`config.mk`:
```
export PLATFORM = sky130hd
export DESIGN_NAME = sys_bus_dec
export DESIGN_NICKNAME = d
export VERILOG_FILES = /design/src/hw/sys_bus_pkg.sv /design/src/hw/sys_bus_dec.sv
export SDC_FILE = /design/constraint.sdc
export NUM_CORES = 1
export LEC_CHECK = 0
export ABC_CLOCK_PERIOD_IN_PS = 1300
export BUFFER_PORTS_ARGS = -buffer_cell sky130_fd_sc_hd__buf_2
export CAP_MARGIN = 30
export CELL_PAD_IN_SITES_DETAIL_PLACEMENT = 1
export CELL_PAD_IN_SITES_GLOBAL_PLACEMENT = 2
export CORE_AREA = 2 2 163 165
export CTS_BUF_LIST = sky130_fd_sc_hd__clkbuf_8
export CTS_CLUSTER_DIAMETER = 150
export DETAILED_ROUTE_END_ITERATION = 12
export DIE_AREA = 0 0 165 167
export GPL_ROUTABILITY_DRIVEN = 0
export MAX_ROUTING_LAYER = met4
export PLACE_DENSITY_LB_ADDON = 0.1
export SLEW_MARGIN = 20
export SYNTH_ARGS = -nofsm -noshare
export SYNTH_HDL_FRONTEND = slang
export SYNTH_SLANG_ARGS = --single-unit
```
`constraint.sdc`:
```
create_clock -name clk -period 1.3 [get_ports clk]
set_input_delay 0.13 -clock clk [delete_from_list [all_inputs] [get_ports clk]]
set_output_delay 0.13 -clock clk [all_outputs]
set_load 0.01 [all_outputs]
```
`src/hw/sys_bus_pkg.sv`:
```
////////////////////////////////////////////////////////////
// shared widths, address map and bus structs for the
// system bus subsystem, referenced by scoped names
////////////////////////////////////////////////////////////

package sys_bus_pkg;

  ////////////////////////////////////////////////////////////
  // bus widths
  ////////////////////////////////////////////////////////////

  localparam int unsigned ADR_W   = 32;       // address width
  localparam int unsigned DAT_W   = 32;       // data width
  localparam int unsigned SEL_W   = DAT_W/8;  // byte select width
  localparam int unsigned DEV_LSB = 28;       // lowest device select bit

  ////////////////////////////////////////////////////////////
  // address map
  ////////////////////////////////////////////////////////////

  // device select lives in adr[31:28]
  localparam logic [ADR_W-1:0] RAM_BASE  = 32'h0000_0000;
  localparam logic [ADR_W-1:0] GPIO_BASE = 32'h1000_0000;
  localparam logic [ADR_W-1:0] TXQ_BASE  = 32'h2000_0000;

  // register offsets inside a device
  localparam logic [ADR_W-1:0] GPIO_OUT_OFS = 32'h0;  // output register
  localparam logic [ADR_W-1:0] GPIO_IN_OFS  = 32'h4;  // synced input
  localparam logic [ADR_W-1:0] TXQ_DATA_OFS = 32'h0;  // push byte
  localparam logic [ADR_W-1:0] TXQ_STAT_OFS = 32'h4;  // level and full

  // decoded target, DEV_NONE for anything unmapped
  typedef enum logic [1:0] {
    DEV_RAM  = 2'd0,
    DEV_GPIO = 2'd1,
    DEV_TXQ  = 2'd2,
    DEV_NONE = 2'd3
  } sys_dev_e;

  // master to device, 70 bits
  typedef struct packed {
    logic             req;  // request
    logic             wen;  // write enable
    logic [ADR_W-1:0] adr;  // byte address
    logic [SEL_W-1:0] sel;  // byte select
    logic [DAT_W-1:0] wdt;  // write data
  } sys_req_t;

  // device to master, 33 bits
  typedef struct packed {
    logic [DAT_W-1:0] rdt;  // read data, cycle after transfer
    logic             ack;  // acknowledge, same cycle
  } sys_rsp_t;

endpackage

```
`src/hw/sys_bus_dec.sv`:
```
////////////////////////////////////////////////////////////
// address decoder, one master port to RAM, GPIO and TXQ
////////////////////////////////////////////////////////////

`timescale 1ns/1ps

module sys_bus_dec (
  input  logic                  clk,
  input  logic                  rst,
  input  sys_bus_pkg::sys_req_t bus_req,   // from master
  output sys_bus_pkg::sys_rsp_t bus_rsp,   // to master
  output sys_bus_pkg::sys_req_t ram_req,
  output sys_bus_pkg::sys_req_t gpio_req,
  output sys_bus_pkg::sys_req_t txq_req,
  input  sys_bus_pkg::sys_rsp_t ram_rsp,
  input  sys_bus_pkg::sys_rsp_t gpio_rsp,
  input  sys_bus_pkg::sys_rsp_t txq_rsp
);

  localparam int unsigned MSB = sys_bus_pkg::ADR_W - 1;
  localparam int unsigned LSB = sys_bus_pkg::DEV_LSB;

  sys_bus_pkg::sys_dev_e dev;    // decode of current request
  sys_bus_pkg::sys_dev_e dev_q;  // decode at last transfer

  ////////////////////////////////////////////////////////////
  // forward path
  ////////////////////////////////////////////////////////////

  always_comb begin
    if (bus_req.adr[MSB:LSB] == sys_bus_pkg::RAM_BASE[MSB:LSB])       dev = sys_bus_pkg::DEV_RAM;
    else if (bus_req.adr[MSB:LSB] == sys_bus_pkg::GPIO_BASE[MSB:LSB]) dev = sys_bus_pkg::DEV_GPIO;
    else if (bus_req.adr[MSB:LSB] == sys_bus_pkg::TXQ_BASE[MSB:LSB])  dev = sys_bus_pkg::DEV_TXQ;
    else                                                              dev = sys_bus_pkg::DEV_NONE;
  end

  // all fields fan out, only req is gated
  always_comb begin
    ram_req      = bus_req;
    gpio_req     = bus_req;
    txq_req      = bus_req;
    ram_req.req  = bus_req.req & (dev == sys_bus_pkg::DEV_RAM);
    gpio_req.req = bus_req.req & (dev == sys_bus_pkg::DEV_GPIO);
    txq_req.req  = bus_req.req & (dev == sys_bus_pkg::DEV_TXQ);
  end

  ////////////////////////////////////////////////////////////
  // backward path
  ////////////////////////////////////////////////////////////

  // ack follows the current decode
  always_comb begin
    case (dev)
      sys_bus_pkg::DEV_RAM:  bus_rsp.ack = ram_rsp.ack;
      sys_bus_pkg::DEV_GPIO: bus_rsp.ack = gpio_rsp.ack;
      sys_bus_pkg::DEV_TXQ:  bus_rsp.ack = txq_rsp.ack;
      default:               bus_rsp.ack = 1'b1;  // unmapped, never hang
    endcase
  end

  // read data follows the decode stored at the transfer
  always_comb begin
    case (dev_q)
      sys_bus_pkg::DEV_RAM:  bus_rsp.rdt = ram_rsp.rdt;
      sys_bus_pkg::DEV_GPIO: bus_rsp.rdt = gpio_rsp.rdt;
      sys_bus_pkg::DEV_TXQ:  bus_rsp.rdt = txq_rsp.rdt;
      default:               bus_rsp.rdt = '0;
    endcase
  end

  always_ff @(posedge clk, posedge rst) begin
    if (rst) begin
      dev_q <= sys_bus_pkg::DEV_NONE;
    end else if (bus_req.req & bus_rsp.ack) begin
      dev_q <= dev;  // keeps overlapped reads on the right device
    end
  end

endmodule

```
**Word level (Yosys, flattened, before mapping)**

Cells that the tools add are included.

- Multiplexer cells: 5
- Reduce and logical (&&, ||, !) cells: 3
- Eq/ne operators: 6
- Bitwise gates (word level): 4

Operator list:

| kind | count |
|---|---|
| $pmux 32 s3 | 1 |
| $and 1x1->1 | 4 |
| $eq 2x1->1 const B | 2 |
| $eq 2x2->1 const B | 2 |
| $eq 4x1->1 const B | 1 |
| $eq 4x2->1 const B | 1 |
| $logic_not 2->1 | 2 |
| $logic_not 4->1 | 1 |
| $mux 2 | 2 |
| $pmux 1 s3 | 1 |
| $mux 1 | 1 |

- Register bits: 2
- Input port bits: 171
- Word-level logic and storage cells: 19
- Output and inout bits: 243

**Logic depth before layout (Yosys ltp)**

- Depth after elaboration: 7
- Depth in mapped cells: 6
- Mapped depth without buffers: 3

**Least setup slack after synthesis**

No wires, ideal clock.

- Path kind: register -> output
- Start: register dev_q[1]
- End: output port bus_rsp[18] (netlist name)
- Slack: -0.131 ns
- Data required time: 1.170 ns
- Buffers on the path: 2
- Cell stages (with the launch flop): 5
- Arrival time: 1.301 ns
- Cells stage by stage: dfstp_2 > buf_2 > buf_2 > mux2i_1 > o21ai_0

RTL lines:

| what | line | RTL |
|---|---|---|
| start: declaration | sys_bus_dec.sv:24 | `sys_bus_pkg::sys_dev_e dev_q;` |
| start signal: assignment | sys_bus_dec.sv:73 | `dev_q <= sys_bus_pkg::DEV_NONE;` |
| start signal: assignment | sys_bus_dec.sv:75 | `dev_q <= dev;` |
| end: declaration | sys_bus_dec.sv:11 | `output sys_bus_pkg::sys_rsp_t bus_rsp,` |

==> impl_metrics.yaml <==
yosys:
  synth-async-reset-ratio: 1.00
  synth_top_flop_cell: "dfstp_2"
  synth-edff-count: 0
  synth.area.top_cells: "buf_4 (65%), mux2i_1 (13%), o21ai_0 (6.9%)"
  yosys_warnings: 0
  syn_inst: 335
  syn-num-nets: 506
  synthTopCellsByCount: "buf_4 (207), o21ai_0 (33), mux2i_1 (32), nand2_1 (32), buf_2 (7)"
  syn_area_per_cell_sq_um: 7.14
  synthesis.area_sq_um: 2390
  synth_cell_type_count: 21
  synth_area_leader_cell: "buf_4"
  synth_top_area_frac: 0.650
  synth.most_common_cell: "buf_4"
  ys_ff_latch: 2
  ys_seq_area_frac: 0.0220
detailed_routing:
  drt-pass1-iter-count: 3
  wl_per_cell_um: 13.4
  routed_wl_mm: 8.51
  postRouteAntennaNets: 0
  vias: 1743
  drc: 0
  viasPerCell: 2.74
  drt-initial-drc-count: 26
finish:
  final_util: 0.0984
  syn2layout_area_growth_pct: 6.02
  largest_reg_flops: 2
  finalInstanceArea_sq_um: 2530
  multiInputGateArea_sq_um: 877
  antenna_cells: 0
  top_register: "dev_q"
  fillers: 3096
  seq_area_sq_um: 52.6
  largest_registers: "dev_q (2)"
  drive_gt1_frac: 0.758
  finalNetCount: 475
setup_path:
  crit_top_cell: "buf_6"
  end_kind: "output port"
  slowest_stage: "dfstp_2"
  slowest_delay_ps: 530
  critPathRequiredTime_ps: 1170
  start_kind: "flip-flop"
  crit_path_end: "bus_rsp[5]"
  critPathArrivalTime_ps: 1520
  r2r_slack_ps: 90
  r2r-start: "dev_q[0]$_DFFE_PP1P_"
  worstPathCellList: "buf_12, buf_6, nor2b_4, buf_6, clkbuf_16, nand2_2, o21ai_1, buf_2"
  cp-startpoint: "dev_q[1]$_DFFE_PP1P_"
  r2r_cells: 5
  rr_endpoint: "dev_q[0]$_DFFE_PP1P_"
  path_class: "reg -> out"
  cp_max_fo: 5
power:
  leakage_nw: 1.34
  ir_drop_v: 0.000146
  power_density_nw_per_um2: 438
clock_network:
  ctsLongestPathBuffers: 2
  cts_tree: "yes"
  cts_buffers: 3
  worstSkewPairLatency_ps: 210
  cts.sinks: 2
  cts-htree-levels: 1
  clk_pin_slew_ps: 30
  cts_root_buf: "clkbuf_8"
place:
  pre_cts_ws_ps: -193
  dp_hpwl_mm: 6.66
  port_buffers: 153
  place_area_sq_um: 2150
grt:
  first_global_vias: 2023
  grt_overflow: 0
  grt_pass1_wl_mm: 11.6
  antenna_found_initial: 0
  track_usage: 0.0571
  grt_max_degree: 22
timing:
  fin_crit_ps: 1650
  finalCritPeriodShare: 1.27
  holdWs_ps: 260
  setup-tns-final_ps: -10140
  rsz0062_at_grt: "true"
  max_slew_margin: 0.721
  max_freq_ghz: 0.605
  hold_viol_final: 0
  finalMaxSlewViolations: 0
  fin_skew_ps: 0
  tightest_slew_ps: 417
  fin_ws_ps: -353
  finalSetupViolations: 32
run:
  max_cap_violations: 0
floorplanning:
  core_sq_um: 25800
  start_util: 0.0928
  dieArea_sq_um: 27600
  die_w_um: 165
  ioPinCount: 414
  die_h_um: 167
  num_rows: 59
hold_path:
  hold_depth: 0
  min_path_type: "in -> out"
run_status:
  violations: "setup timing"
  status: "finished, violations left"
stage by stage:
step	total power, mW	std cells
6_report	1.11	637
5_1_grt	1.21	637
4_1_cts	1.09	635
3_5_place_dp	0.727	622
3_3_place_gp	0.735	622
2_1_floorplan	0.986	335
worst min path at each step:
stage / from / end / slack (ps)
6_report: bus_req[15] / gpio_req[15] / 260
5_1_grt: bus_req[45] / ram_req[45] / 260
4_1_cts: bus_req[20] / gpio_req[20] / 260
3_5_place_dp: rst / dev_q[0]$_DFFE_PP1P_ / 170
3_3_place_gp: rst / dev_q[0]$_DFFE_PP1P_ / 190
2_1_floorplan: rst / dev_q[0]$_DFFE_PP1P_ / 40
layout by cell type, fill, tap and decap left out, types with 2 or more instances in the layout:
master       n
buf_2      151
mux2i_1     23
buf_6        7
mux2i_2      8
nand2_2     17
inv_1        4
buf_4       14
dfstp_2      2
clkbuf_16    2
nand2_1     11
nand2_4      4
o21ai_2      6
o21ai_1     26
buf_8        2
clkbuf_8     3
buf_12       5
where the power goes:
group | switching, mW | internal, mW | leakage (nW) | total [mW]
Combinational | 0.367 | 0.420 | 1.30 | 0.788
Clock | 0.0543 | 0.196 | 0.0216 | 0.251
Sequential | 0.00322 | 0.0694 | 0.0211 | 0.0726
Total | 0.425 | 0.686 | 1.34 | 1.11
layout make-up:
| type | count | area share |
|---|---|---|
| clock buffer | 3 | 0.0163 |
| inverter | 4 | 0.00592 |
| multi-input combinational | 111 | 0.346 |
| sequential | 2 | 0.0207 |
| tap | 335 | 0.165 |
| timing repair buffer | 182 | 0.446 |
logic make-up (layout without fill, tap and decap cells):
kind of cell | after synthesis | in the layout | share of synthesized area
flops | 2 | 2 | 0.0220
buf+inv | 222 | 189 | 0.677
simple gates | 42 | 42 | 0.0801
compound gates | 36 | 36 | 0.0822
mux | 33 | 33 | 0.139
critical path: cells and delay by family, from the launching register on:
kind	cells	cell delay [ps]
flip-flops	1	530
buffers and inverters	5	640
AND/OR/NAND/NOR	2	90
AO/OA/AOI/OAI	1	50
what timing repair did:
item / in CTS / in global routing
endpoints found under the setup margin: 34 / 35
cloned: 2 / 2
pin swaps: 2 / 18
buffers inserted: 7 / 5
resized for setup: 20 / 50
hold buffers: 1 / 0
endpoints found under the hold margin: 2 / 0
per-layer routing:
metal  up-vias  GRT usage  wire length, um
li1        799          -                -
met1       770     0.0545             2890
met2       110      0.106             4590
met3        64     0.0122              661
met4         0     0.0302              361
met5         -          -                0
Note: power is estimated with default switching activity, not from simulation.
