===== src/hw/sys_bus_pkg.sv =====
////////////////////////////////////////////////////////////
// shared widths, address map and bus structs for the
// system bus subsystem, referenced by scoped names
////////////////////////////////////////////////////////////

package sys_bus_pkg;

  ////////////////////////////////////////////////////////////
  // bus widths
  ////////////////////////////////////////////////////////////

  localparam int unsigned ADR_W   = 32;       // address width
  localparam int unsigned DAT_W   = 32;       // data width
  localparam int unsigned SEL_W   = DAT_W/8;  // byte select width
  localparam int unsigned DEV_LSB = 28;       // lowest device select bit

  ////////////////////////////////////////////////////////////
  // address map
  ////////////////////////////////////////////////////////////

  // device select lives in adr[31:28]
  localparam logic [ADR_W-1:0] RAM_BASE  = 32'h0000_0000;
  localparam logic [ADR_W-1:0] GPIO_BASE = 32'h1000_0000;
  localparam logic [ADR_W-1:0] TXQ_BASE  = 32'h2000_0000;

  // register offsets inside a device
  localparam logic [ADR_W-1:0] GPIO_OUT_OFS = 32'h0;  // output register
  localparam logic [ADR_W-1:0] GPIO_IN_OFS  = 32'h4;  // synced input
  localparam logic [ADR_W-1:0] TXQ_DATA_OFS = 32'h0;  // push byte
  localparam logic [ADR_W-1:0] TXQ_STAT_OFS = 32'h4;  // level and full

  // decoded target, DEV_NONE for anything unmapped
  typedef enum logic [1:0] {
    DEV_RAM  = 2'd0,
    DEV_GPIO = 2'd1,
    DEV_TXQ  = 2'd2,
    DEV_NONE = 2'd3
  } sys_dev_e;

  // master to device, 70 bits
  typedef struct packed {
    logic             req;  // request
    logic             wen;  // write enable
    logic [ADR_W-1:0] adr;  // byte address
    logic [SEL_W-1:0] sel;  // byte select
    logic [DAT_W-1:0] wdt;  // write data
  } sys_req_t;

  // device to master, 33 bits
  typedef struct packed {
    logic [DAT_W-1:0] rdt;  // read data, cycle after transfer
    logic             ack;  // acknowledge, same cycle
  } sys_rsp_t;

endpackage


===== src/hw/sys_gpio.sv =====
////////////////////////////////////////////////////////////
// GPIO block, byte-writable output register and a
// synchronized input port, both readable on the bus
////////////////////////////////////////////////////////////

`timescale 1ns/1ps

module sys_gpio (
  input  logic                          clk,
  input  logic                          rst,
  input  sys_bus_pkg::sys_req_t         req,
  output sys_bus_pkg::sys_rsp_t         rsp,
  input  logic [sys_bus_pkg::DAT_W-1:0] gpio_in,   // async pins
  output logic [sys_bus_pkg::DAT_W-1:0] gpio_out
);

  logic [sys_bus_pkg::DAT_W-1:0] in_meta;  // first sync stage
  logic [sys_bus_pkg::DAT_W-1:0] in_sync;  // IN register value
  logic [sys_bus_pkg::DAT_W-1:0] rdt_q;
  logic                          sel_in;   // adr[2] picks IN
  logic                          wr_out;
  logic                          rd;

  assign sel_in = (req.adr[2] == sys_bus_pkg::GPIO_IN_OFS[2]);
  assign wr_out = req.req & req.wen & (req.adr[2] == sys_bus_pkg::GPIO_OUT_OFS[2]);
  assign rd     = req.req & ~req.wen;

  ////////////////////////////////////////////////////////////
  // output register
  ////////////////////////////////////////////////////////////

  always_ff @(posedge clk, posedge rst) begin
    if (rst) begin
      gpio_out <= '0;
    end else if (wr_out) begin
      for (int b = 0; b < sys_bus_pkg::SEL_W; b++) begin
        if (req.sel[b]) gpio_out[8*b +: 8] <= req.wdt[8*b +: 8];
      end
    end
  end

  // two flops, 2 cycles to IN
  always_ff @(posedge clk, posedge rst) begin
    if (rst) begin
      in_meta <= '0;
      in_sync <= '0;
    end else begin
      in_meta <= gpio_in;
      in_sync <= in_meta;
    end
  end

  // registered read mux
  always_ff @(posedge clk, posedge rst) begin
    if (rst) begin
      rdt_q <= '0;
    end else if (rd) begin
      rdt_q <= sel_in ? in_sync : gpio_out;
    end
  end

  // writes to IN are dropped, ack is unconditional
  assign rsp = '{rdt: rdt_q, ack: 1'b1};

endmodule


===== config.mk =====
export PLATFORM = sky130hd
export DESIGN_NAME = sys_gpio
export DESIGN_NICKNAME = d
export VERILOG_FILES = /design/src/hw/sys_bus_pkg.sv /design/src/hw/sys_gpio.sv
export SDC_FILE = /design/constraint.sdc
export NUM_CORES = 1
export LEC_CHECK = 0
export CORE_MARGIN = 1.5
export CORE_UTILIZATION = 35
export CTS_CLUSTER_SIZE = 8
export DETAILED_ROUTE_END_ITERATION = 6
export DONT_BUFFER_PORTS = 1
export PLACE_DENSITY = 0.54
export RECOVER_POWER = 100
export SLEW_MARGIN = 10
export SYNTH_ARGS = -nofsm -noshare
export SYNTH_HDL_FRONTEND = slang
export SYNTH_SLANG_ARGS = --single-unit

===== constraint.sdc =====
create_clock -name clk -period 4.3 [get_ports clk]
set_input_delay 0.86 -clock clk [delete_from_list [all_inputs] [get_ports clk]]
set_output_delay 0.86 -clock clk [all_outputs]
set_load 0.005 [all_outputs]

# --- Word level (Yosys, flattened, before mapping) ---
# Index checks and enable logic that the tools add are counted.
totals:
  ff_bits: 128
  input_bits: 104
  out_inout_bits: 65
classes:
  muxes: 1
  bitwise_logic: 5
  n_reduce_logical: 4
ops:
  columns: ["op", "n"]
  rows:
  - ["32-bit 2-to-1 mux", 1]
  - ["2-bit AND reduction", 4]
  - ["1-bit AND", 3]
  - ["1-bit inverter", 2]

# --- Longest topological paths before layout ---
# Gate-level depths: netlist (run 1).
depth:
  word_depth: 3
  ltp_mapped: 5
  depth_no_buf: 2

# --- Worst setup path before layout (run 1) ---
# OpenSTA, ideal clock, no wires.
synth_timing:
  kind: "input-to-reg"
  from: "in req[68] (netlist bit)"
  to: "reg rdt_q[0] (netlist bit)"
  setup_ps: 125
  arrival_time_ps: 1686
  t_required_ps: 4175
  path_slack_ps: 2489
  path_stages: 5
  cell_sequence: "buf_2 > nor2b_4 > buf_6 > buf_6 > mux2_4"
synth_between:
  elab_chain_len: 2
synth_rtl:
  columns: ["item", "line", "text"]
  rows:
  - ["start: declaration", "sys_gpio.sv:11", "input sys_bus_pkg::sys_req_t req,"]
  - ["1-bit inverter", "sys_gpio.sv:26", "assign rd = req.req & ~req.wen;"]
  - ["1-bit AND", "sys_gpio.sv:26", null]
  - ["end signal: assignment", "sys_gpio.sv:58", "rdt_q <= sel_in ? in_sync : gpio_out;"]
  - ["end: declaration", "sys_gpio.sv:19", "logic [sys_bus_pkg::DAT_W-1:0] rdt_q;"]
# No other way between the ends.
# A chain may end at the register's enable or synchronous reset.

# --- Final worst setup path (run 1) ---
layout_timing:
  from: "in req[69] (netlist bit)"
  to: "reg rdt_q[30] (netlist bit)"
layout_between:
  elab_chain_len: 1
layout_rtl:
  columns: ["item", "line"]
  rows:
  - ["1-bit AND", "sys_gpio.sv:26"]
# No other way between the ends.

==> results of run 1 <==
[worst max-delay path by stage]
stage	to	slack, ps	from	cells past startpoint
3_3_place_gp	rdt_q[30]	1810	req[69]	3
4_1_cts	rdt_q[30]	2260	req[69]	3
2_1_floorplan	gpio_out[0]	30	rst	1
5_1_grt	rdt_q[29]	1590	rst	1
3_5_place_dp	rdt_q[30]	1810	req[69]	3
6_report	rdt_q[30]	1910	req[69]	3
[through the flow]
step,hold slack (ps),setup slack (ps),cell area [um2],power [uW]
floorplan,331,27.4,4720,1790
global placement,331,1810,4830,1830
detailed placement,336,1810,4830,1850
CTS,343,2260,5410,3270
global route,348,1590,5280,3310
finish,342,1910,5280,3160
[area by class of cell]
| cell class | instances | area share [%] |
|---|---|---|
| Sequential cell | 128 | 60.7 |
| Multi-Input combinational cell | 102 | 23.7 |
| Clock buffer | 25 | 9.58 |
| Tap cell | 176 | 4.17 |
| Clock inverter | 5 | 1.47 |
| Timing Repair Buffer | 2 | 0.213 |
| Inverter | 1 | 0.142 |
[flip-flops by register name (all words and copies together) (netlist names)]
| register | count |
|---|---|
| gpio_out | 32 |
| in_sync | 32 |
| rdt_q | 32 |
| in_meta | 32 |
[cells in the mapped netlist]
master / n
conb_1: 1
buf_4: 1
inv_1: 1
buf_8: 3
nor2b_4: 1
buf_6: 6
nand4b_2: 4
dfrtp_1: 128
mux2_2: 36
buf_2: 1
mux2_4: 60
[where the power goes]
part	switching (uW)	internal [uW]	leakage, uW	total (uW)
Sequential	138	1380	0.00151	1520
Clock	479	921	0.000285	1400
Combinational	76.7	162	0.000561	239
[metal layers]
metal / GRT usage (%) / up-vias / wire length [um]
li1: - / 856 / -
met1: 14.9 / 1073 / 3300
met2: 18.8 / 87 / 3970
met3: 6.13 / 15 / 724
met4: 7.45 / 0 / 185
met5: 0 / - / 0
[cells by family (layout without fill, tap and decap cells)]
kind of cell           after synthesis  in the layout  synth area share, %
other                                1              1               0.0795
DFF                                128            128                 67.9
muxes                               96             96                 27.7
and+or+nand+nor                      5              5                 1.57
buffers and inverters               12             33                 2.73
[worst reg2reg max path: cells and delay by family, from the launching register on]
family | cells | cell delay [ps]
mux | 2 | 570
flops | 1 | 420
==> qor.csv, run 1 <==
metric;value;unit
RSZ-0062 raised after global routing;false;
Die Ht;119;um
normalized max-slew margin;-54.6;%
root buffer cell;clkbuf_16;
PortBufs;0;
initial antenna violation count;0;
worst-skew pair later-pin latency;410;ps
power density over cell area;598;nW/um2
# DRC;0;
Placed Cells;409;
global-route wire length before repair;13000;um
H-tree depth;4;
CTS tree;done;
Max Slew Vio Count;113;
DR pass1 iterations;4;
post-synth top area share;67.9;%
Critical path buffers and inverters;1;
Total Nets Final;356;
hold path depth;0;
Syn-to-layout area delta;11.9;%
CP endpoint kind;register;
minimum clock period;2390;ps
hold violation count in the final report;0;
flop2flop setup slack;3190;ps
vias post-DR;2031;
sequential-to-total area share from yosys stat;67.9;%
Longest Clk Path Bufs;2;
Slowest Stage Delay on Critical Path;930;ps
worst r2r dst;rdt_q[16];
CP max FO;17;
post-synth top area cell;dfrtp_1;
DP Wirelength;5240;um
Slowest cell on crit path;clkbuf_1;
overall global routing resource usage;12.7;%
register area;3200;um2
via-per-instance ratio;4.63;
Max VDD drop;0.277;mV
Setup crit start kind;primary input;
flops & latches, synth;128;
syn_nets;346;
CTS Sinks;128;
CORE AREA;13200;um2
max cap viols;1;
outcome;finished with violations;
mean post-synth cell area;19.5;um2
total CTS buffers;17;
Hold-fix buffers, CTS;0;
fillers;1231;
share of layout cells above drive strength 1;37.3;%
Non-Filler Instances;439;
largest net degree at the start of global routing;113;
Crit Path Category;in -> reg;
CTS resizes;0;
Mapped Area;4720;um2
DRT iter0 DRCs;72;
commonest cells after routing, fill and taps aside;128 x dfrtp_1, 36 x mux2_2, 32 x mux2_4, 28 x mux2_1, 17 x clkbuf_16;
drt total wl;8180;um
clk_skew;5.00;ps
min-delay src;in_meta[30];
DIE AREA;14200;um2
Worst Tran Pin Value;2320;ps
Hold WC Path Type;reg -> reg;
commonest non-fill, non-tap cell in the layout;dfrtp_1;
multi-input logic area;1250;um2
WP data arrival;2680;ps
CTS clk-pin slew, worst paths;50;ps
Setup TNS;0;ps
Fmax;419;MHz
failing checks;max-capacitance violations, max-slew violations;
I/O Pins;169;
r2r worst-path depth;2;
cell count after synthesis;242;
grt total ovfl;0;
Area contributors post-synth;dfrtp_1 68%, mux2_4 19%, mux2_2 8.6%;
Routed WL per cell;18.6;um
Initial Util;35.8;%
number of global-route vias before repair;2236;
Pleak;0.00236;uW
die width;119;um
post-CTS setup buffers;0;
Synth cell types;11;
GPL Wtd Cong;0.674;
Setup Viol. Count Final;0;
CP delay by family, top;buffers and inverters;
Detail Route Antenna Nets;0;
r2r startpoint;gpio_out[16];
final worst-path cycle share;55.5;%
post-layout util;40.0;%
diodes inserted;0;
CP Cell Sequence;nor2b_4 -> clkbuf_1 -> mux2_2;
yosys warns;0;
Worst Hold End;in_sync[30];
worst path required time;4590;ps
Rows;42;
No activity file was read; power rests on OpenSTA's default activity.
==> run 2, diff against run 1 <==
--- a/config.mk
+++ b/config.mk
@@ -5,12 +5,13 @@
 export SDC_FILE = /design/constraint.sdc
 export NUM_CORES = 1
 export LEC_CHECK = 0
+export ABC_AREA = 1
 export CORE_MARGIN = 1.5
 export CORE_UTILIZATION = 35
 export CTS_CLUSTER_SIZE = 8
 export DETAILED_ROUTE_END_ITERATION = 6
 export DONT_BUFFER_PORTS = 1
-export PLACE_DENSITY = 0.54
+export PLACE_DENSITY = 0.52
 export RECOVER_POWER = 100
 export SLEW_MARGIN = 10
 export SYNTH_ARGS = -nofsm -noshare
==> constraint.sdc (replaced) <==
create_clock -name clk -period 2.5 [get_ports clk]
set_input_delay 0.5 -clock clk [delete_from_list [all_inputs] [get_ports clk]]
set_output_delay 0.5 -clock clk [all_outputs]
set_load 0.005 [all_outputs]
==> run 2 against run 1 <==
  * The flow now finishes without violations
  * Global-route usage up 4.0 points
  * Register-to-register slack worse by 1500 ps
  * Via count up 42%
  * Synthesized cell count up 86%
  * Largest cell class unchanged
  * Sequential power up 64%
  * Wire length up 27%
  * Cell count up 45%
  * Sequential cell count unchanged
  * Worst setup slack worse by 1100 ps
  * First-iteration DRC count up 110%
  * Utilization up 1.5 points
==> qor.csv, run 2 <==
metric;value;unit
Main synth FF type;dfrtp_1;
commonest non-fill, non-tap cell in the layout;nand2_1;
Total Nets Final;554;
initial antenna violation count;1;
DRT iter0 DRCs;153;
CTS resizes;0;
CTS Sinks;128;
fillers;1242;
WP data arrival;2010;ps
simple-gate share of the synthesized area;25.8;%
min-delay src;gpio_in[0];
minimum clock period;1720;ps
mean post-synth cell area;10.1;um2
max cap viols;0;
CP max FO;34;
CP Cell Sequence;inv_1 -> nand4_1 -> nand2_1 -> nand2_1;
CP endpoint kind;register;
DIE AREA;13700;um2
number of global-route vias before repair;3001;
normalized max-slew margin;18.7;%
Rows;41;
top post-synthesis cells by count;256 x nand2_1, 128 x dfrtp_1, 32 x nand3_1;
hold path depth;0;
overall global routing resource usage;16.7;%
GPL Wtd Cong;0.678;
Post-synth EDFFs;0;
CTS clk-pin slew, worst paths;60;ps
Setup Viol. Count Final;0;
# DRC;0;
post-synth top area cell;dfrtp_1;
CP delay by family, top;simple AND/OR/NAND/NOR gates;
root buffer cell;clkbuf_16;
Setup TNS;0;ps
Slowest cell on crit path;inv_1;
CTS tree;done;
die width;117;um
post-synthesis compound-gate area fraction;0;%
Syn-to-layout area delta;15.6;%
commonest cells after routing, fill and taps aside;256 x nand2_1, 128 x dfrtp_1, 32 x nand3_1, 17 x clkbuf_16, 5 x clkbuf_8;
worst path required time;2790;ps
multi-input logic area;1180;um2
sequential-to-total area share from yosys stat;70.4;%
clk_skew;4.46;ps
share of layout cells above drive strength 1;7.36;%
Max VDD drop;0.394;mV
Routed WL per cell;16.4;um
Synth Area in Adders;0;%
total CTS buffers;17;
hold violation count in the final report;0;
global-route wire length before repair;16300;um
H-tree depth;4;
Crit. Startpoint;req[38];
yosys warns;0;
Pleak;0.00271;uW
Longest Clk Path Bufs;2;
post-synthesis mux area share;0;%
Setup crit start kind;primary input;
most frequent cell on the critical path;nand2_1;
Hold WC Path Type;in -> reg;
Initial Util;35.9;%
Worst Tran Pin Value;1220;ps
Crit Path Category;in -> reg;
power density over cell area;1020;nW/um2
Slowest Stage Delay on Critical Path;620;ps
PortBufs;0;
flops & latches, synth;128;
Fmax;583;MHz
Synth cell types;13;
DR pass1 iterations;4;
Die Ht;117;um
drt total wl;10400;um
Area contributors post-synth;dfrtp_1 70%, nand2_1 21%, nand3_1 3.5%;
vias post-DR;2888;
Stages on worst setup path;4;
Hold-fix buffers, CTS;0;
grt total ovfl;0;
cell count after synthesis;449;
r2r startpoint;gpio_out[8];
worst-skew pair later-pin latency;410;ps
final worst-path cycle share;68.7;%
Detail Route Antenna Nets;0;
XOR/XNOR Fraction of Synth Area;0;%
I/O Pins;169;
DP Wirelength;6330;um
CORE AREA;12700;um2
total power;5340;uW
largest net degree at the start of global routing;129;
syn_nets;553;
post-synth top area share;70.4;%
r2r worst-path depth;4;
Max Slew Vio Count;0;
RSZ-0062 raised after global routing;false;
post-CTS setup buffers;0;
outcome;finished clean;
via-per-instance ratio;4.55;
register area;3200;um2
cell with the most instances after synthesis;nand2_1;
Async SR Flop Fraction;100;%
largest family of logic cells by synthesized area;simple AND/OR/NAND/NOR gates;
Critical path buffers and inverters;1;
Mapped Area;4550;um2
-- run 2: changes by cell type in the layout (fill, tap and decap cells not counted), moves of 2 or more --
cell / change
mux2_4: -32
nand4b_1: -4
inv_1: +3
clkinvlp_4: -2
mux2_1: -28
nand2_1: +256
nor2_4: +2
mux2_2: -36
nand3_1: +32
nand4_1: +4
-- run 2: per-layer routing --
| layer | routed length, um | track usage [%] | up-vias |
|---|---|---|---|
| met5 | 0 | 0 | - |
| li1 | - | - | 1390 |
| met3 | 858 | 7.05 | 18 |
| met4 | 195 | 7.71 | 0 |
| met1 | 4390 | 20.0 | 1369 |
| met2 | 4950 | 26.4 | 111 |
-- run 2: area by class of cell --
| cell class | instances | area share (%) |
|---|---|---|
| clock buffer | 26 | 9.68 |
| sequential | 128 | 60.9 |
| clock inverter | 5 | 1.90 |
| tap | 172 | 4.09 |
| inverter | 4 | 0.309 |
| timing repair buffer | 3 | 0.666 |
| antenna | 1 | 0.0476 |
| multi-input combinational | 296 | 22.4 |
-- run 2: path summary, 6_finish.rpt --
| check | slack (ps) | to |
|---|---|---|
| min in group asynchronous | 190 | rdt_q[21] |
| max in group asynchronous | 1790 | rdt_q[6] |
| setup / recovery | 780 | gpio_out[3] |
| hold reg to reg | 340 | in_sync[24] |
| hold / removal | 110 | in_meta[0] |
| setup reg to reg | 1690 | rdt_q[8] |
-- run 2: power by group --
| group | internal [uW] | total (uW) | leakage (uW) | switching (uW) |
|---|---|---|---|---|
| Sequential | 2300 | 2500 | 0.00156 | 192 |
| Clock | 1690 | 2530 | 0.000300 | 840 |
| Combinational | 111 | 312 | 0.000857 | 201 |
| Total | 4110 | 5340 | 0.00271 | 1230 |
-- run 2: logic make-up after synthesis --
| logic type | count (synthesis) |
|---|---|
| and+or+nand+nor | 295 |
| DFF | 128 |
| buffers and inverters | 25 |
| other | 1 |
-- run 2: per-stage QoR --
stage | utilization (%) | area, um2 | hold WS [ps] | std cells | worst slack, ps
after detailed placement | 36.7 | 4650 | 335 | 603 | 718
after floorplan | - | 4550 | 331 | 449 | 419
after global placement | 36.7 | 4650 | 333 | 603 | 725
final | 41.5 | 5260 | 114 | 635 | 784
after CTS | 41.5 | 5260 | 92.0 | 634 | 1140
after global routing | 41.5 | 5260 | 88.9 | 635 | 555
==> run 3, diff against run 2 <==
--- a/config.mk
+++ b/config.mk
@@ -11,7 +11,7 @@
 export CTS_CLUSTER_SIZE = 8
 export DETAILED_ROUTE_END_ITERATION = 6
 export DONT_BUFFER_PORTS = 1
-export PLACE_DENSITY = 0.52
+export PLACE_DENSITY = 0.54
 export RECOVER_POWER = 100
 export SLEW_MARGIN = 10
 export SYNTH_ARGS = -nofsm -noshare
==> constraint.sdc (replaced) <==
create_clock -name clk -period 1.5 [get_ports clk]
set_input_delay 0.3 -clock clk [delete_from_list [all_inputs] [get_ports clk]]
set_output_delay 0.3 -clock clk [all_outputs]
set_load 0.005 [all_outputs]
==> run 3 against run 2 <==
  * Die area stayed put
  * Sequential share of layout area fell by 4.0 points
  * First-iteration DRC count decreased by 13%
  * Total power up 64%
  * Wire length is 0.73% lower
  * Global-route usage shrank 0.35 points
  * Count of clock-buffer cells in the layout shrank 7
  * Critical path depth rose by 1
  * Highest routed layer unchanged
==> qor.csv, run 3 (same netlist as run 2, synthesis figures left out) <==
metric;value;unit
Detail Route Antenna Nets;0;
Rows;41;
CORE AREA;12700;um2
Clock Power Share;45.5;%
overall global routing resource usage;16.4;%
diodes inserted;0;
Die Ht;117;um
Setup TNS;0;ps
initial antenna violation count;0;
Fmax;841;MHz
CTS resizes;0;
worst path required time;1840;ps
Longest Clk Path Bufs;2;
commonest cells after routing, fill and taps aside;256 x nand2_1, 128 x dfrtp_1, 34 x dlygate4sd3_1, 32 x nand3_1, 17 x clkbuf_16;
Routed WL per cell;15.3;um
largest net degree at the start of global routing;70;
Worst Tran Pin Value;1220;ps
Seq pwr share;47.6;%
CTS tree;done;
max cap viols;0;
Total Nets Final;593;
WP data arrival;1530;ps
# DRC;0;
internal cell power;6580;uW
share of layout cells above drive strength 1;8.57;%
number of global-route vias before repair;3077;
Crit Path Category;in -> reg;
DR pass1 iterations;6;
commonest non-fill, non-tap cell in the layout;nand2_1;
drt total wl;10300;um
Setup Viol. Count Final;0;
minimum clock period;1190;ps
I/O Pins;169;
Place WS;177;ps
Placed Cells;608;
CTS clk-pin slew, worst paths;60;ps
DRT iter0 DRCs;133;
total power;8740;uW
Max Slew Vio Count;0;
root buffer cell;clkbuf_16;
total CTS buffers;17;
Initial Util;35.9;%
Non-Filler Instances;674;
DIE AREA;13700;um2
CP endpoint kind;register;
Hold WC Path Type;in -> reg;
Final WS setup;311;ps
vias post-DR;3027;
Sw Pwr;2160;uW
DP Wirelength;6460;um
worst-skew pair later-pin latency;410;ps
RSZ-0062 raised after global routing;false;
PortBufs;0;
post-layout util;44.5;%
GPL Wtd Cong;0.717;
final worst-path cycle share;79.2;%
power density over cell area;1550;nW/um2
hold violation count in the final report;0;
grt total ovfl;0;
global-route wire length before repair;16100;um
CTS Sinks;128;
H-tree depth;4;
Setup crit start kind;primary input;
post-CTS setup buffers;0;
sw frac;24.8;%
via-per-instance ratio;4.49;
Max VDD drop;0.843;mV
Pleak;0.00286;uW
outcome;finished clean;
Comb pwr share;7.0;%
Hold-fix buffers, CTS;34;
normalized max-slew margin;18.4;%
CP max FO;32;
Syn-to-layout area delta;23.8;%
clk_skew;6.40;ps
die width;117;um
-- run 3: changes by cell type in the layout (fill, tap and decap cells not counted), sizes merged --
cell and delta:
dlygate4sd3 +34, clkbuf -7, buf +5, clkinvlp +5, clkinv +3, bufinv -1
diode -1, inv +1
-- run 3: critical path, stage by stage --
cell     delay, ps
inv_1           70
nor2_4          40
inv_1          870
nand2_1        130
nand2_1        110
-- run 3: final cells by class --
type,instances,area (um2)
Timing Repair Buffer,42,438
Clock inverter,13,139
Tap cell,172,215
Clock buffer,19,443
Multi-Input combinational cell,296,1180
Inverter,4,16.3
Sequential cell,128,3200
Fill cell,1218,7040
-- run 3: worst paths after layout --
kind,endpoint,slack (ps),cells after the start,from
hold / removal,gpio_out[29],20,2,req[29]
max in group asynchronous,in_sync[6],650,3,rst
setup reg to reg,rdt_q[6],710,4,gpio_out[6]
hold reg to reg,in_sync[1],340,0,in_meta[1]
min in group asynchronous,in_meta[19],510,3,rst
setup / recovery,rdt_q[18],310,5,req[69]
-- run 3: per-layer routing --
metal	track usage [%]	routed length, um	vias to the layer above
met4	6.51	107	0
met3	8.34	994	8
met2	25.8	5010	113
met1	19.1	4210	1444
met5	0	0	-
li1	-	-	1462
-- run 3: power by group through the flow --
stage                     Sequential (uW)  Clock (uW)  Combinational [uW]
after CTS                            4170        4090                 622
after global routing                 4220        4260                 718
after global placement               4220           0                 528
final                                4160        3980                 608
after floorplan                      4120           0                 473
after detailed placement             4220           0                 546
-- run 3: metrics by stage --
| stage | hold slack, ps | cell area (um2) |
|---|---|---|
| CTS | 0.0228 | 5640 |
| detailed placement | 313 | 4710 |
| global placement | 309 | 4710 |
| global route | 5.63 | 5630 |
| finish | 23.0 | 5630 |
| floorplan | 331 | 4550 |
