[src/hw/sys_bus_pkg.sv]
////////////////////////////////////////////////////////////
// shared widths, address map and bus structs for the
// system bus subsystem, referenced by scoped names
////////////////////////////////////////////////////////////

package sys_bus_pkg;

  ////////////////////////////////////////////////////////////
  // bus widths
  ////////////////////////////////////////////////////////////

  localparam int unsigned ADR_W   = 32;       // address width
  localparam int unsigned DAT_W   = 32;       // data width
  localparam int unsigned SEL_W   = DAT_W/8;  // byte select width
  localparam int unsigned DEV_LSB = 28;       // lowest device select bit

  ////////////////////////////////////////////////////////////
  // address map
  ////////////////////////////////////////////////////////////

  // device select lives in adr[31:28]
  localparam logic [ADR_W-1:0] RAM_BASE  = 32'h0000_0000;
  localparam logic [ADR_W-1:0] GPIO_BASE = 32'h1000_0000;
  localparam logic [ADR_W-1:0] TXQ_BASE  = 32'h2000_0000;

  // register offsets inside a device
  localparam logic [ADR_W-1:0] GPIO_OUT_OFS = 32'h0;  // output register
  localparam logic [ADR_W-1:0] GPIO_IN_OFS  = 32'h4;  // synced input
  localparam logic [ADR_W-1:0] TXQ_DATA_OFS = 32'h0;  // push byte
  localparam logic [ADR_W-1:0] TXQ_STAT_OFS = 32'h4;  // level and full

  // decoded target, DEV_NONE for anything unmapped
  typedef enum logic [1:0] {
    DEV_RAM  = 2'd0,
    DEV_GPIO = 2'd1,
    DEV_TXQ  = 2'd2,
    DEV_NONE = 2'd3
  } sys_dev_e;

  // master to device, 70 bits
  typedef struct packed {
    logic             req;  // request
    logic             wen;  // write enable
    logic [ADR_W-1:0] adr;  // byte address
    logic [SEL_W-1:0] sel;  // byte select
    logic [DAT_W-1:0] wdt;  // write data
  } sys_req_t;

  // device to master, 33 bits
  typedef struct packed {
    logic [DAT_W-1:0] rdt;  // read data, cycle after transfer
    logic             ack;  // acknowledge, same cycle
  } sys_rsp_t;

endpackage

[src/hw/sys_txq.sv]
////////////////////////////////////////////////////////////
// transmit queue, bus writes to DATA become a valid/ready
// byte stream, STAT reads the fill level and full flag
////////////////////////////////////////////////////////////

`timescale 1ns/1ps

module sys_txq #(
  parameter int unsigned TXQ_DEPTH = 4  // power of two, 2 or more
) (
  input  logic                  clk,
  input  logic                  rst,
  input  sys_bus_pkg::sys_req_t req,
  output sys_bus_pkg::sys_rsp_t rsp,
  output logic [7:0]            tx_data,
  output logic                  tx_valid,
  input  logic                  tx_ready
);

  localparam int unsigned PTR_W = $clog2(TXQ_DEPTH);
  localparam int unsigned LVL_W = PTR_W + 1;

  logic [7:0]                    fifo [TXQ_DEPTH];
  logic [PTR_W-1:0]              wr_ptr;
  logic [PTR_W-1:0]              rd_ptr;
  logic [LVL_W-1:0]              level;
  logic                          full;
  logic                          is_data;  // DATA vs STAT
  logic                          push;
  logic                          pop;
  logic [sys_bus_pkg::DAT_W-1:0] stat;
  logic [sys_bus_pkg::DAT_W-1:0] rdt_q;

  assign is_data = (req.adr[2] == sys_bus_pkg::TXQ_DATA_OFS[2]);
  assign full    = (level == LVL_W'(TXQ_DEPTH));

  // hold off DATA writes while full, master keeps req up
  assign rsp.ack = ~(req.wen & is_data & full);
  assign rsp.rdt = rdt_q;

  assign push = req.req & req.wen & is_data & ~full;
  assign pop  = tx_valid & tx_ready;

  ////////////////////////////////////////////////////////////
  // FIFO
  ////////////////////////////////////////////////////////////

  always_ff @(posedge clk) begin
    if (push) fifo[wr_ptr] <= req.wdt[7:0];  // low byte only
  end

  always_ff @(posedge clk, posedge rst) begin
    if (rst) begin
      wr_ptr <= '0;
      rd_ptr <= '0;
      level  <= '0;
    end else begin
      if (push) wr_ptr <= wr_ptr + PTR_W'(1);
      if (pop)  rd_ptr <= rd_ptr + PTR_W'(1);
      level <= level + LVL_W'(push) - LVL_W'(pop);  // push and pop may coincide
    end
  end

  assign tx_valid = (level != '0);
  assign tx_data  = fifo[rd_ptr];

  // STAT word, level in 7:0, full at 8
  always_comb begin
    stat      = '0;
    stat[7:0] = 8'(level);
    stat[8]   = full;
  end

  // DATA reads return zero, STAT writes ignored
  always_ff @(posedge clk, posedge rst) begin
    if (rst) begin
      rdt_q <= '0;
    end else if (req.req & ~req.wen) begin
      rdt_q <= is_data ? '0 : stat;
    end
  end

endmodule

[config.mk]
export PLATFORM = sky130hd
export DESIGN_NAME = sys_txq
export DESIGN_NICKNAME = d
export VERILOG_FILES = /design/src/hw/sys_bus_pkg.sv /design/src/hw/sys_txq.sv
export SDC_FILE = /design/constraint.sdc
export NUM_CORES = 1
export LEC_CHECK = 0
export ABC_CLOCK_PERIOD_IN_PS = 4100
export BUFFER_PORTS_ARGS = -buffer_cell sky130_fd_sc_hd__buf_2
export CAP_MARGIN = 20
export CORE_MARGIN = 4
export CORE_UTILIZATION = 47
export DETAILED_ROUTE_END_ITERATION = 7
export GPL_TIMING_DRIVEN = 0
export PLACE_DENSITY_LB_ADDON = 0.2
export SYNTH_ARGS = -nofsm -noshare
export SYNTH_HDL_FRONTEND = slang
export SYNTH_SLANG_ARGS = --single-unit
[constraint.sdc]
create_clock -name clk -period 4.1 [get_ports clk]
set_input_delay 0.205 -clock clk [delete_from_list [all_inputs] [get_ports clk]]
set_output_delay 0.205 -clock clk [all_outputs]
set_load 0.02 [all_outputs]
Word level (Yosys, flattened, before mapping)

Memory sizes are Yosys's and may differ from the RTL's.
Index checks and enable logic that the tools add are counted.

Add/sub/neg operators: 4
Multipliers: 0
Divide/modulo/power cells: 0
Magnitude comparators: 0
Equality and inequality tests: 1
Shift operators: 0
Multiplexer cells: 3
Bitwise logic cells: 11
Reductions and logical operators: 1

Operator list:

| cell                                                          | number |
|---|---|
| 9-bit two-way mux                                             | 1 |
| 1-bit bitwise AND                                             | 7 |
| 2-bit by 1-bit adder with 2-bit output, second input constant | 2 |
| 1-bit NOT                                                     | 4 |
| 3-bit by 1-bit adder with 3-bit output                        | 1 |
| 3-bit equality test, second input constant                    | 1 |
| 3-bit nonzero test                                            | 1 |
| 3-bit by 1-bit subtractor with 3-bit output                   | 1 |
| 1-bit two-way mux                                             | 2 |

Bits in registers: 39
Bits in latches: 0
Memory bits (writable): 32
ROM bits: 0
Input port bits: 73
Output and inout port bits: 42
Memories: 1

Memories:

| name | words | width | rd ports | clocked after Yosys merged registers in | write ports | RTL line      | text |
|---|---|---|---|---|---|---|---|
| fifo | 4     | 8     | 1        | 0                                       | 1           | sys_txq.sv:23 | `logic [7:0] fifo [TXQ_DEPTH];` |

Depth between registers and ports, before layout

Gate-level depths: netlist of run 1.

Word-level depth: 5
Gate-level depth with buffers: 11
Gate-level depth less buffers: 10

Least setup slack after synthesis of run 1

OpenSTA, ideal clock, no wires.

Path kind: register to register
Start: reg level[1]
End: reg level[2]
Arrival: 2,221 ps
Path slack: 1,755 ps
Cell stages (with the launch flop): 12
Period minus slack after synthesis: 2,345 ps
Cells stage by stage: dfrtp_1 -> or3b_1 -> and3_1 -> buf_6 -> inv_1 -> ha_1 -> inv_1 -> ha_1 -> inv_1 -> fa_1 -> xnor2_1 -> xnor2_1

Cells in the longest elaborated chain, start to end: 5
Elaborated cells between the ends (all ways): 7
Classes of those cells: add/sub: 2; eq/ne: 1; bitwise: 3; reduce/logical: 1

Ends and longest elaborated chain:

| item                                          | RTL line      | text |
|---|---|---|
| from (decl)                                   | sys_txq.sv:26 | `logic [LVL_W-1:0] level;` |
| from (signal assigned)                        | sys_txq.sv:60 | `level <= level + LVL_W'(push) - LVL_W'(pop);` |
| 3-bit equality test                           | sys_txq.sv:35 | `assign full = (level == LVL_W'(TXQ_DEPTH));` |
| 1-bit NOT                                     | sys_txq.sv:41 | `assign push = req.req & req.wen & is_data & ~full;` |
| 1-bit bitwise AND                             | sys_txq.sv:41 |  |
| 3-bit by 1-bit adder with 3-bit output        | sys_txq.sv:60 |  |
| 3-bit by 1-bit subtractor with 3-bit output * | sys_txq.sv:60 |  |

Mark *: on every way between the ends. The rest lies on a longest branch, timed or not.
A chain may end at the register's enable or synchronous reset.

Final worst setup path of run 1

Ends and elaborated chain as after synthesis.

==> results.cfg, run 1 <==
[synth]
syn_area_um2 = 1960
synth-main-ff-cell = edfxtp_1
syn_inst = 128
synth_cell_type_count = 25
seq_area_frac_synth = 0.629
synthArstFlopShare = 0.256
synth_edf_count = 32
ys_warn_count = 0
ys_seq_elements = 43
avgSynthCellArea_um2 = 15.3

[die]
die_area_um2 = 5280
rows = 23
core_um2 = 4030
start_util = 0.488
die_h_um = 72.7
io_pins = 115
die_w_um = 72.7

[timing]
finalHoldViolCount = 0
skew_ps = 3.98
period_share = 0.608
final_max_slew_viol_count = 0
finalSetupViolCount = 0
rsz0062_at_grt = false
fin_crit_ps = 2490
fin_setup_tns_ps = 0
fmax_mhz = 401
worst_pin_slew_ps = 586
slew_headroom = 0.609

[critical_path]
cp.arrival_ps = 2680
crit_slowest_cell = dfrtp_1
crit_path_max_fanout = 7
worstPathRequired_ps = 4280
cp_common_cell = inv_1
start_kind = register
cp-end-kind = register
critPathKind = reg2reg
cp_slowest_stage_delay_ps = 470
crit_chain = or3b_1 > and3_1 > buf_6 > inv_1 > ha_1 > inv_1 > ha_1 > inv_1 > fa_1 > xnor2_1 > xnor2_1

[final_layout]
fillCellCount = 342
fin_nets = 270
drive_gt1_frac = 0.377
area.growth.synth_to_final_pct = 19.9
final_util = 0.584
n_antenna_cell = 0

[cts]
clkSlewWorstSetupHoldPaths_ps = 70
numCtsBuffers = 5
h-tree-depth = 2
root_buffer = clkbuf_8
cts_tree = built
cts_sinks = 43
clockBufferDepth = 2
insertion_delay_ps = 290

[power]
power_density_nw_per_um2 = 554
peakVddDrop_mv = 0.224
p_leak_nw = 1.04

[global_routing]
grt_pass1_wl_um = 5110
antenna_found_initial = 0
grt_pass1_vias = 1039
grt_overflow = 0
grt_max_degree = 13
track_usage = 0.131

[detailed_routing]
dr_total_vias = 1063
via_per_inst = 4.41
drtIter0Drc = 53
wire_per_inst_um = 13.2
drt-total-wl_um = 3190
drtAntennaViolNets = 0
first_pass_iters = 4
drc = 0

[placement]
gp_congestion = 0.817
port_buffers = 27
dp_hpwl_um = 2350

[run]
drv_cap = 0

[min_path]
hold_path_class = in2reg

[outcome]
status = finished clean
==> cell usage in the layout (no fill, tap or decap), types with 2 or more instances in the layout <==
| cell type | n |
|---|---|
| and2_1 | 4 |
| clkbuf_1 | 3 |
| edfxtp_1 | 32 |
| clkbuf_8 | 5 |
| nand2b_1 | 2 |
| conb_1 | 28 |
| buf_2 | 28 |
| ha_1 | 6 |
| dfrtp_1 | 11 |
| nand2_1 | 8 |
| buf_4 | 28 |
| mux4_2 | 8 |
| o21ai_0 | 3 |
| inv_1 | 8 |
| xnor2_1 | 4 |
==> final timing paths <==
path	slack, ps	endpoint	depth (start not counted)	from
setup / recovery	1610	level[2]$_DFF_PP0_	11	level[1]$_DFF_PP0_
hold / removal	120	fifo[2][3]$_DFFE_PP_	1	req[3]
setup reg to reg	1610	level[2]$_DFF_PP0_	11	level[1]$_DFF_PP0_
hold reg to reg	490	rdt_q[8]$_DFFE_PP0P_	2	rdt_q[8]$_DFFE_PP0P_
max in group asynchronous	3350	level[2]$_DFF_PP0_	3	rst
min in group asynchronous	450	rdt_q[0]$_DFFE_PP0P_	3	rst
==> repair_timing <==
item / 4_1_cts / 5_1_grt
endpoints found under the hold margin: 11 / 0
setup buffers: 0 / 0
resized for setup: 0 / 0
hold buffers: 1 / 0
==> logic make-up (layout without fill, tap and decap cells) <==
kind of cell | after synthesis | after routing | share of synthesized area
other cells | 1 | 28 | 0.00191
flops | 43 | 43 | 0.629
fa+ha+maj | 7 | 7 | 0.0484
xor+xnor | 5 | 5 | 0.0223
buf+inv | 40 | 76 | 0.134
simple gates | 18 | 18 | 0.0484
mux | 9 | 9 | 0.0994
compound gates | 5 | 5 | 0.0159
==> worst max-delay path: cells and delay by family, from the launching register on <==
family	cells	cell delay [ps]
xor+xnor	2	280
fa+ha+maj	3	730
buf+inv	4	280
flops	1	470
simple gates	2	640
==> per-layer routing <==
metal,GRT usage,share of wire,vias up,routed length [µm]
li1,-,-,512,-
met3,0.0441,0.053,7,169
met5,0,0,-,0
met4,0.0553,0.019,0,59
met1,0.154,0.39,519,1230
met2,0.220,0.54,25,1730
==> registers in the layout, summed over array words and instances, names as in the netlist <==
signal,flops
level,3
wr_ptr,2
rd_ptr,2
rdt_q,4
fifo,32
==> where the power goes <==
group | internal, mW | switching, mW | leakage (nW)
clock | 0.119 | 0.134 | 0.0422
combinational | 0.211 | 0.259 | 0.576
sequential | 0.535 | 0.0447 | 0.424
total | 0.866 | 0.438 | 1.04
==> Yosys cell counts (all sizes together) (2+ instances only) <==
cell | n | share of area
mux4 | 8 | 0.092
and2 | 4 | 0.013
edfxtp | 32 | 0.49
inv | 8 | 0.015
dfrtp | 11 | 0.14
o21ai | 3 | 0.0076
nand2 | 8 | 0.015
ha | 6 | 0.038
nand2b | 2 | 0.0064
buf | 31 | 0.12
xnor2 | 4 | 0.018
==> final cells by class <==
type,count,area (µm²),area share
multi-input cells,72,566,0.240
flip-flops and latches,43,1240,0.525
clock buffers,7,76.3,0.0324
plain buffers,32,234,0.0994
well taps,50,62.6,0.0266
inverters,8,30.0,0.0128
clock inverters,1,5.00,0.00213
repair buffers,28,145,0.0616
==> metrics by stage <==
stage	hold slack, ps	cells	worst slack (ps)	cell area, µm²	power (mW)
final	124	241	1610	2350	1.30
after global routing	117	241	1400	2350	1.39
after CTS	117	241	1600	2350	1.32
after detailed placement	224	232	1610	2260	1.07
after global placement	207	232	1660	2260	1.05
after floorplan	57.4	155	1760	2070	0.944
Note: power is estimated with default switching activity, not from simulation.
==> run 2: changes to the inputs <==
--- a/config.mk
+++ b/config.mk
@@ -5,11 +5,11 @@
 export SDC_FILE = /design/constraint.sdc
 export NUM_CORES = 1
 export LEC_CHECK = 0
-export ABC_CLOCK_PERIOD_IN_PS = 4100
+export ABC_CLOCK_PERIOD_IN_PS = 2000
 export BUFFER_PORTS_ARGS = -buffer_cell sky130_fd_sc_hd__buf_2
 export CAP_MARGIN = 20
 export CORE_MARGIN = 4
-export CORE_UTILIZATION = 47
+export CORE_UTILIZATION = 39
 export DETAILED_ROUTE_END_ITERATION = 7
 export GPL_TIMING_DRIVEN = 0
 export PLACE_DENSITY_LB_ADDON = 0.2
==> constraint.sdc (replaced) <==
create_clock -name clk -period 2 [get_ports clk]
set_input_delay 0.1 -clock clk [delete_from_list [all_inputs] [get_ports clk]]
set_output_delay 0.1 -clock clk [all_outputs]
set_load 0.02 [all_outputs]
==> results.cfg, run 2 (synthesis results as in run 1) <==
[critical_path]
reg2reg_from = level[1]$_DFF_PP0_
cp-end-kind = register
reg2reg_to = level[2]$_DFF_PP0_
reg2reg_slack_ps = -140
reg2reg_depth = 10
crit_path_max_fanout = 2
worstPathRequired_ps = 2170
start_kind = register
cp.arrival_ps = 2310
critPathKind = reg2reg

[detailed_routing]
first_pass_iters = 3
dr_total_vias = 1074
drtIter0Drc = 15
drc = 0
drt-total-wl_um = 3270
via_per_inst = 4.10
wire_per_inst_um = 12.5
drtAntennaViolNets = 0

[final_layout]
area.growth.synth_to_final_pct = 26.1
largest_register = fifo
reg_top3 = fifo: 32 flops, rdt_q: 4 flops, level: 3 flops
n_antenna_cell = 0
largest_reg_flops = 32
finalNonFillerCells = 262
final_common_cell = buf_4
final_area_um2 = 2480
fin_nets = 274
mostFrequentLayoutCells = buf_4, edfxtp_1, buf_2, conb_1, dfrtp_1
drive_gt1_frac = 0.456

[cts]
root_buffer = clkbuf_8
cts_sinks = 43
insertion_delay_ps = 290
clockBufferDepth = 2
h-tree-depth = 2
clkSlewWorstSetupHoldPaths_ps = 80
cts_tree = built
numCtsBuffers = 5

[outcome]
status = finished, violations left
violations = setup timing

[timing]
rsz0062_at_grt = true
finalSetupViolCount = 2
final_max_slew_viol_count = 0
fmax_mhz = 468
fin_setup_tns_ps = -183
slew_headroom = 0.604
period_share = 1.07
skew_ps = 5.68
setup_slack_ps = -137
finalHoldViolCount = 0
fin_crit_ps = 2140
worst_pin_slew_ps = 594

[min_path]
holdCritStartpoint = req[5]
holdPathEnd = fifo[2][5]$_DFFE_PP_
worstHoldPathCells = 1
hold_path_class = in2reg

[die]
start_util = 0.410
core_um2 = 4790
die_w_um = 79.0
die_area_um2 = 6240
die_h_um = 79.0
io_pins = 115
rows = 25

[placement]
dp_hpwl_um = 2440
place_ws_ps = -394
place_inst = 249
place_area_um2 = 2320
port_buffers = 27
gp_congestion = 0.709

[global_routing]
grt_max_degree = 14
track_usage = 0.113
grt_overflow = 0
grt_pass1_vias = 1153
grt_pass1_wl_um = 5260
antenna_found_initial = 0

[power]
peakVddDrop_mv = 0.651
power_density_nw_per_um2 = 1190
p_leak_nw = 1.07
p_total_mw = 2.94

[run]
drv_cap = 0
[run 2: what timing repair did]
item | in CTS | in global routing
gates cloned | 0 | 0
setup endpoints to repair | 2 | 2
setup buffers | 5 | 0
gates resized for setup | 4 | 1
hold buffers | 1 | 0
hold endpoints to repair | 11 | 0
pin swaps | 4 | 0
[run 2: per-layer routing]
| metal | GRT usage | share of wire | routed length [µm] | vias up |
|---|---|---|---|---|
| li1 | - | - | - | 520 |
| met1 | 0.120 | 0.38 | 1260 | 515 |
| met2 | 0.209 | 0.54 | 1770 | 31 |
| met3 | 0.0340 | 0.060 | 197 | 8 |
| met4 | 0.0412 | 0.016 | 51 | 0 |
| met5 | 0 | 0 | 0 | - |
[run 2: stage by stage]
step                utilization  hold slack, ps
floorplan                     -           -47.6
global placement          0.485             105
detailed placement        0.485             133
CTS                       0.517            14.1
global route              0.517            21.4
finish                    0.517            21.7
[run 2: cell type report]
cell class | instances | area [µm²]
Timing Repair Buffer | 33 | 183
Inverter | 8 | 32.5
Clock buffer | 5 | 68.8
Sequential cell | 43 | 1240
Buffer | 31 | 223
Fill cell | 411 | 2310
Clock inverter | 3 | 38.8
Tap cell | 67 | 83.8
Multi-Input combinational cell | 72 | 608
[run 2: worst max path at each step]
stage                                  start  slack, ps            endpoint  depth (start not counted)
final                     level[1]$_DFF_PP0_       -140  level[2]$_DFF_PP0_                         10
after global routing      level[1]$_DFF_PP0_       -210  level[2]$_DFF_PP0_                         10
after CTS                 level[1]$_DFF_PP0_       -170  level[2]$_DFF_PP0_                         10
after detailed placement  level[0]$_DFF_PP0_       -390  level[2]$_DFF_PP0_                         11
after global placement    level[0]$_DFF_PP0_       -340  level[2]$_DFF_PP0_                         11
after floorplan           level[0]$_DFF_PP0_       -270  level[2]$_DFF_PP0_                         11
[run 2: power breakdown]
| part | switching [mW] | total (mW) | internal, mW | leakage, nW |
|---|---|---|---|---|
| clock | 0.272 | 0.637 | 0.365 | 0.0556 |
| combinational | 0.616 | 1.15 | 0.531 | 0.598 |
| sequential | 0.0602 | 1.16 | 1.10 | 0.422 |
[run 2: worst max-delay path: stages (launching register included)]
cell	delay [ps]
dfrtp_2	420
or3b_4	400
and3_4	170
inv_4	50
ha_4	180
inv_2	60
ha_4	110
inv_2	30
fa_2	340
xnor2_2	140
xnor2_1	130
==> run 3: changes to the inputs <==
--- a/config.mk
+++ b/config.mk
@@ -5,11 +5,14 @@
 export SDC_FILE = /design/constraint.sdc
 export NUM_CORES = 1
 export LEC_CHECK = 0
+export ABC_AREA = 1
 export ABC_CLOCK_PERIOD_IN_PS = 2000
 export BUFFER_PORTS_ARGS = -buffer_cell sky130_fd_sc_hd__buf_2
 export CAP_MARGIN = 20
+export CELL_PAD_IN_SITES_DETAIL_PLACEMENT = 0
+export CELL_PAD_IN_SITES_GLOBAL_PLACEMENT = 2
 export CORE_MARGIN = 4
-export CORE_UTILIZATION = 39
+export CORE_UTILIZATION = 22
 export DETAILED_ROUTE_END_ITERATION = 7
 export GPL_TIMING_DRIVEN = 0
 export PLACE_DENSITY_LB_ADDON = 0.2
==> results.cfg, run 3 <==
[critical_path]
start_kind = register
crit_family = adder cells
cp.arrival_ps = 2100
cp_common_cell = inv_1
cp-end-kind = register
cp_slowest_stage_delay_ps = 510
crit_slowest_cell = fa_2
worstPathRequired_ps = 2190
crit_path_max_fanout = 3
cp.buffers_inverters = 4
crit_chain = nor2_4 > nand2_4 > nand2_2 > inv_1 > ha_1 > inv_1 > ha_1 > inv_1 > fa_2 > inv_1
critPathKind = reg2reg

[synth]
yosysTopAreaCellShare = 0.454
synth_cell_type_count = 18
post-synth-top-area-cell = edfxtp_1
synth-main-ff-cell = edfxtp_1
ys_top_cells_by_count = nand2_1, edfxtp_1, buf_4, inv_1, nor2_1
ys_warn_count = 0
synth.most_common_cell = nand2_1
synthTopCellsByArea = edfxtp_1, dfrtp_1, buf_4
avgSynthCellArea_um2 = 9.94
synthArstFlopShare = 0.256
ys_seq_elements = 43
seq_area_frac_synth = 0.584
syn_inst = 213
syn_area_um2 = 2120
synth_edf_count = 32

[placement]
dp_hpwl_um = 2940
port_buffers = 27
gp_congestion = 0.672
place_inst = 396
place_area_um2 = 2520

[die]
io_pins = 115
start_util = 0.227
rows = 35
die_h_um = 106
die_w_um = 106
core_um2 = 9330
die_area_um2 = 11300

[timing]
worst_pin_slew_ps = 863
holdWs_ps = 19.5
final_max_slew_viol_count = 0
fmax_mhz = 524
skew_ps = 3.69
slew_headroom = 0.423
fin_crit_ps = 1910
period_share = 0.955
finalHoldViolCount = 0
fin_setup_tns_ps = 0
finalSetupViolCount = 0

[power]
p_leak_nw = 1.33
power_density_nw_per_um2 = 1190
p_total_mw = 3.25
peakVddDrop_mv = 0.376

[final_layout]
finalNonFillerCells = 412
final_common_cell = nand2_1
largest_register = fifo
drive_gt1_frac = 0.300
final_area_um2 = 2730
n_antenna_cell = 0
largest_reg_flops = 32
reg_top3 = fifo: 32 flops, rdt_q: 4 flops, level: 3 flops
mostFrequentLayoutCells = nand2_1, buf_4, edfxtp_1, buf_2, conb_1
fin_nets = 362
area.growth.synth_to_final_pct = 28.6

[detailed_routing]
wire_per_inst_um = 10.1
drc = 0
drt-total-wl_um = 4150
first_pass_iters = 5
drtAntennaViolNets = 0
via_per_inst = 3.34
drtIter0Drc = 45
dr_total_vias = 1377

[global_routing]
grt_pass1_vias = 1251
track_usage = 0.0777
grt_overflow = 0
antenna_found_initial = 0
grt_pass1_wl_um = 6650
grt_max_degree = 15

[cts]
clkSlewWorstSetupHoldPaths_ps = 80
cts_tree = built
numCtsBuffers = 5
insertion_delay_ps = 290
clockBufferDepth = 2
cts_sinks = 43
h-tree-depth = 2
root_buffer = clkbuf_8

[run]
drv_cap = 0

[outcome]
status = finished clean

[min_path]
hold_path_class = in2reg
## run 3: cell count changes after synthesis, moves of 5 or more
cell and delta:
nand2_1 +48, nor2_1 +18, nand3_1 +6, inv_1 +19, mux4_2 -8, nor2_2 +5, o21ai_1 +11
## run 3: stage by stage
| stage | setup slack [ps] | utilization |
|---|---|---|
| 2_1_floorplan | 16.7 | - |
| 6_report | 89.8 | 0.292 |
| 3_5_place_dp | -59.9 | 0.270 |
| 3_3_place_gp | -49.0 | 0.270 |
| 5_1_grt | -15.6 | 0.292 |
| 4_1_cts | 22.3 | 0.285 |
## run 3: kinds of logic (layout without fill, tap and decap cells)
group | count (synthesis) | after routing | share of synthesized area
adders and majority gates | 7 | 7 | 0.0449
AOI/OAI and AO/OA | 16 | 16 | 0.0378
other | 1 | 28 | 0.00177
and+or+nand+nor | 86 | 86 | 0.163
buffers and inverters | 60 | 103 | 0.169
DFF | 43 | 43 | 0.584
## run 3: cell type report
class                   count  area (µm²)
multi-input cells         137         656
repair buffers             35         200
plain buffers              32         253
inverters                  28         105
well taps                 129         161
fillers                  1015        6600
flip-flops and latches     43        1240
clock inverters             3        43.8
clock buffers               5        68.8
## run 3: final timing paths
path / start / endpoint / slack, ps / cells after the start
hold / removal: req[0] / fifo[0][0]$_DFFE_PP_ / 20 / 1
max in group asynchronous: rst / level[1]$_DFF_PP0_ / 1330 / 3
setup / recovery: level[0]$_DFF_PP0_ / level[1]$_DFF_PP0_ / 90 / 10
min in group asynchronous: rst / rdt_q[2]$_DFFE_PP0P_ / 340 / 3
hold reg to reg: rdt_q[2]$_DFFE_PP0P_ / rdt_q[2]$_DFFE_PP0P_ / 480 / 2
setup reg to reg: level[0]$_DFF_PP0_ / level[1]$_DFF_PP0_ / 90 / 10
## run 3: report_power, final
group / internal, mW / total [mW] / switching (mW) / leakage (nW)
clock network: 0.372 / 0.664 / 0.293 / 0.0581
registers: 1.09 / 1.19 / 0.0956 / 0.425
logic: 0.524 / 1.40 / 0.874 / 0.851
## run 3: what timing repair did
| action | in CTS | in global routing |
|---|---|---|
| setup buffers | 0 | 6 |
| setup endpoints to repair | 2 | 2 |
| pin swaps | 0 | 3 |
| endpoints found under the hold margin | 11 | 4 |
| hold buffers | 1 | 1 |
| resized for setup | 5 | 4 |
## run 3: layer usage
layer / vias to the layer above / wire [µm] / global-route usage
met5: - / 0 / 0
met4: 0 / 77 / 0.0305
met3: 7 / 211 / 0.0170
met2: 44 / 2030 / 0.125
met1: 578 / 1840 / 0.101
li1: 748 / - / -
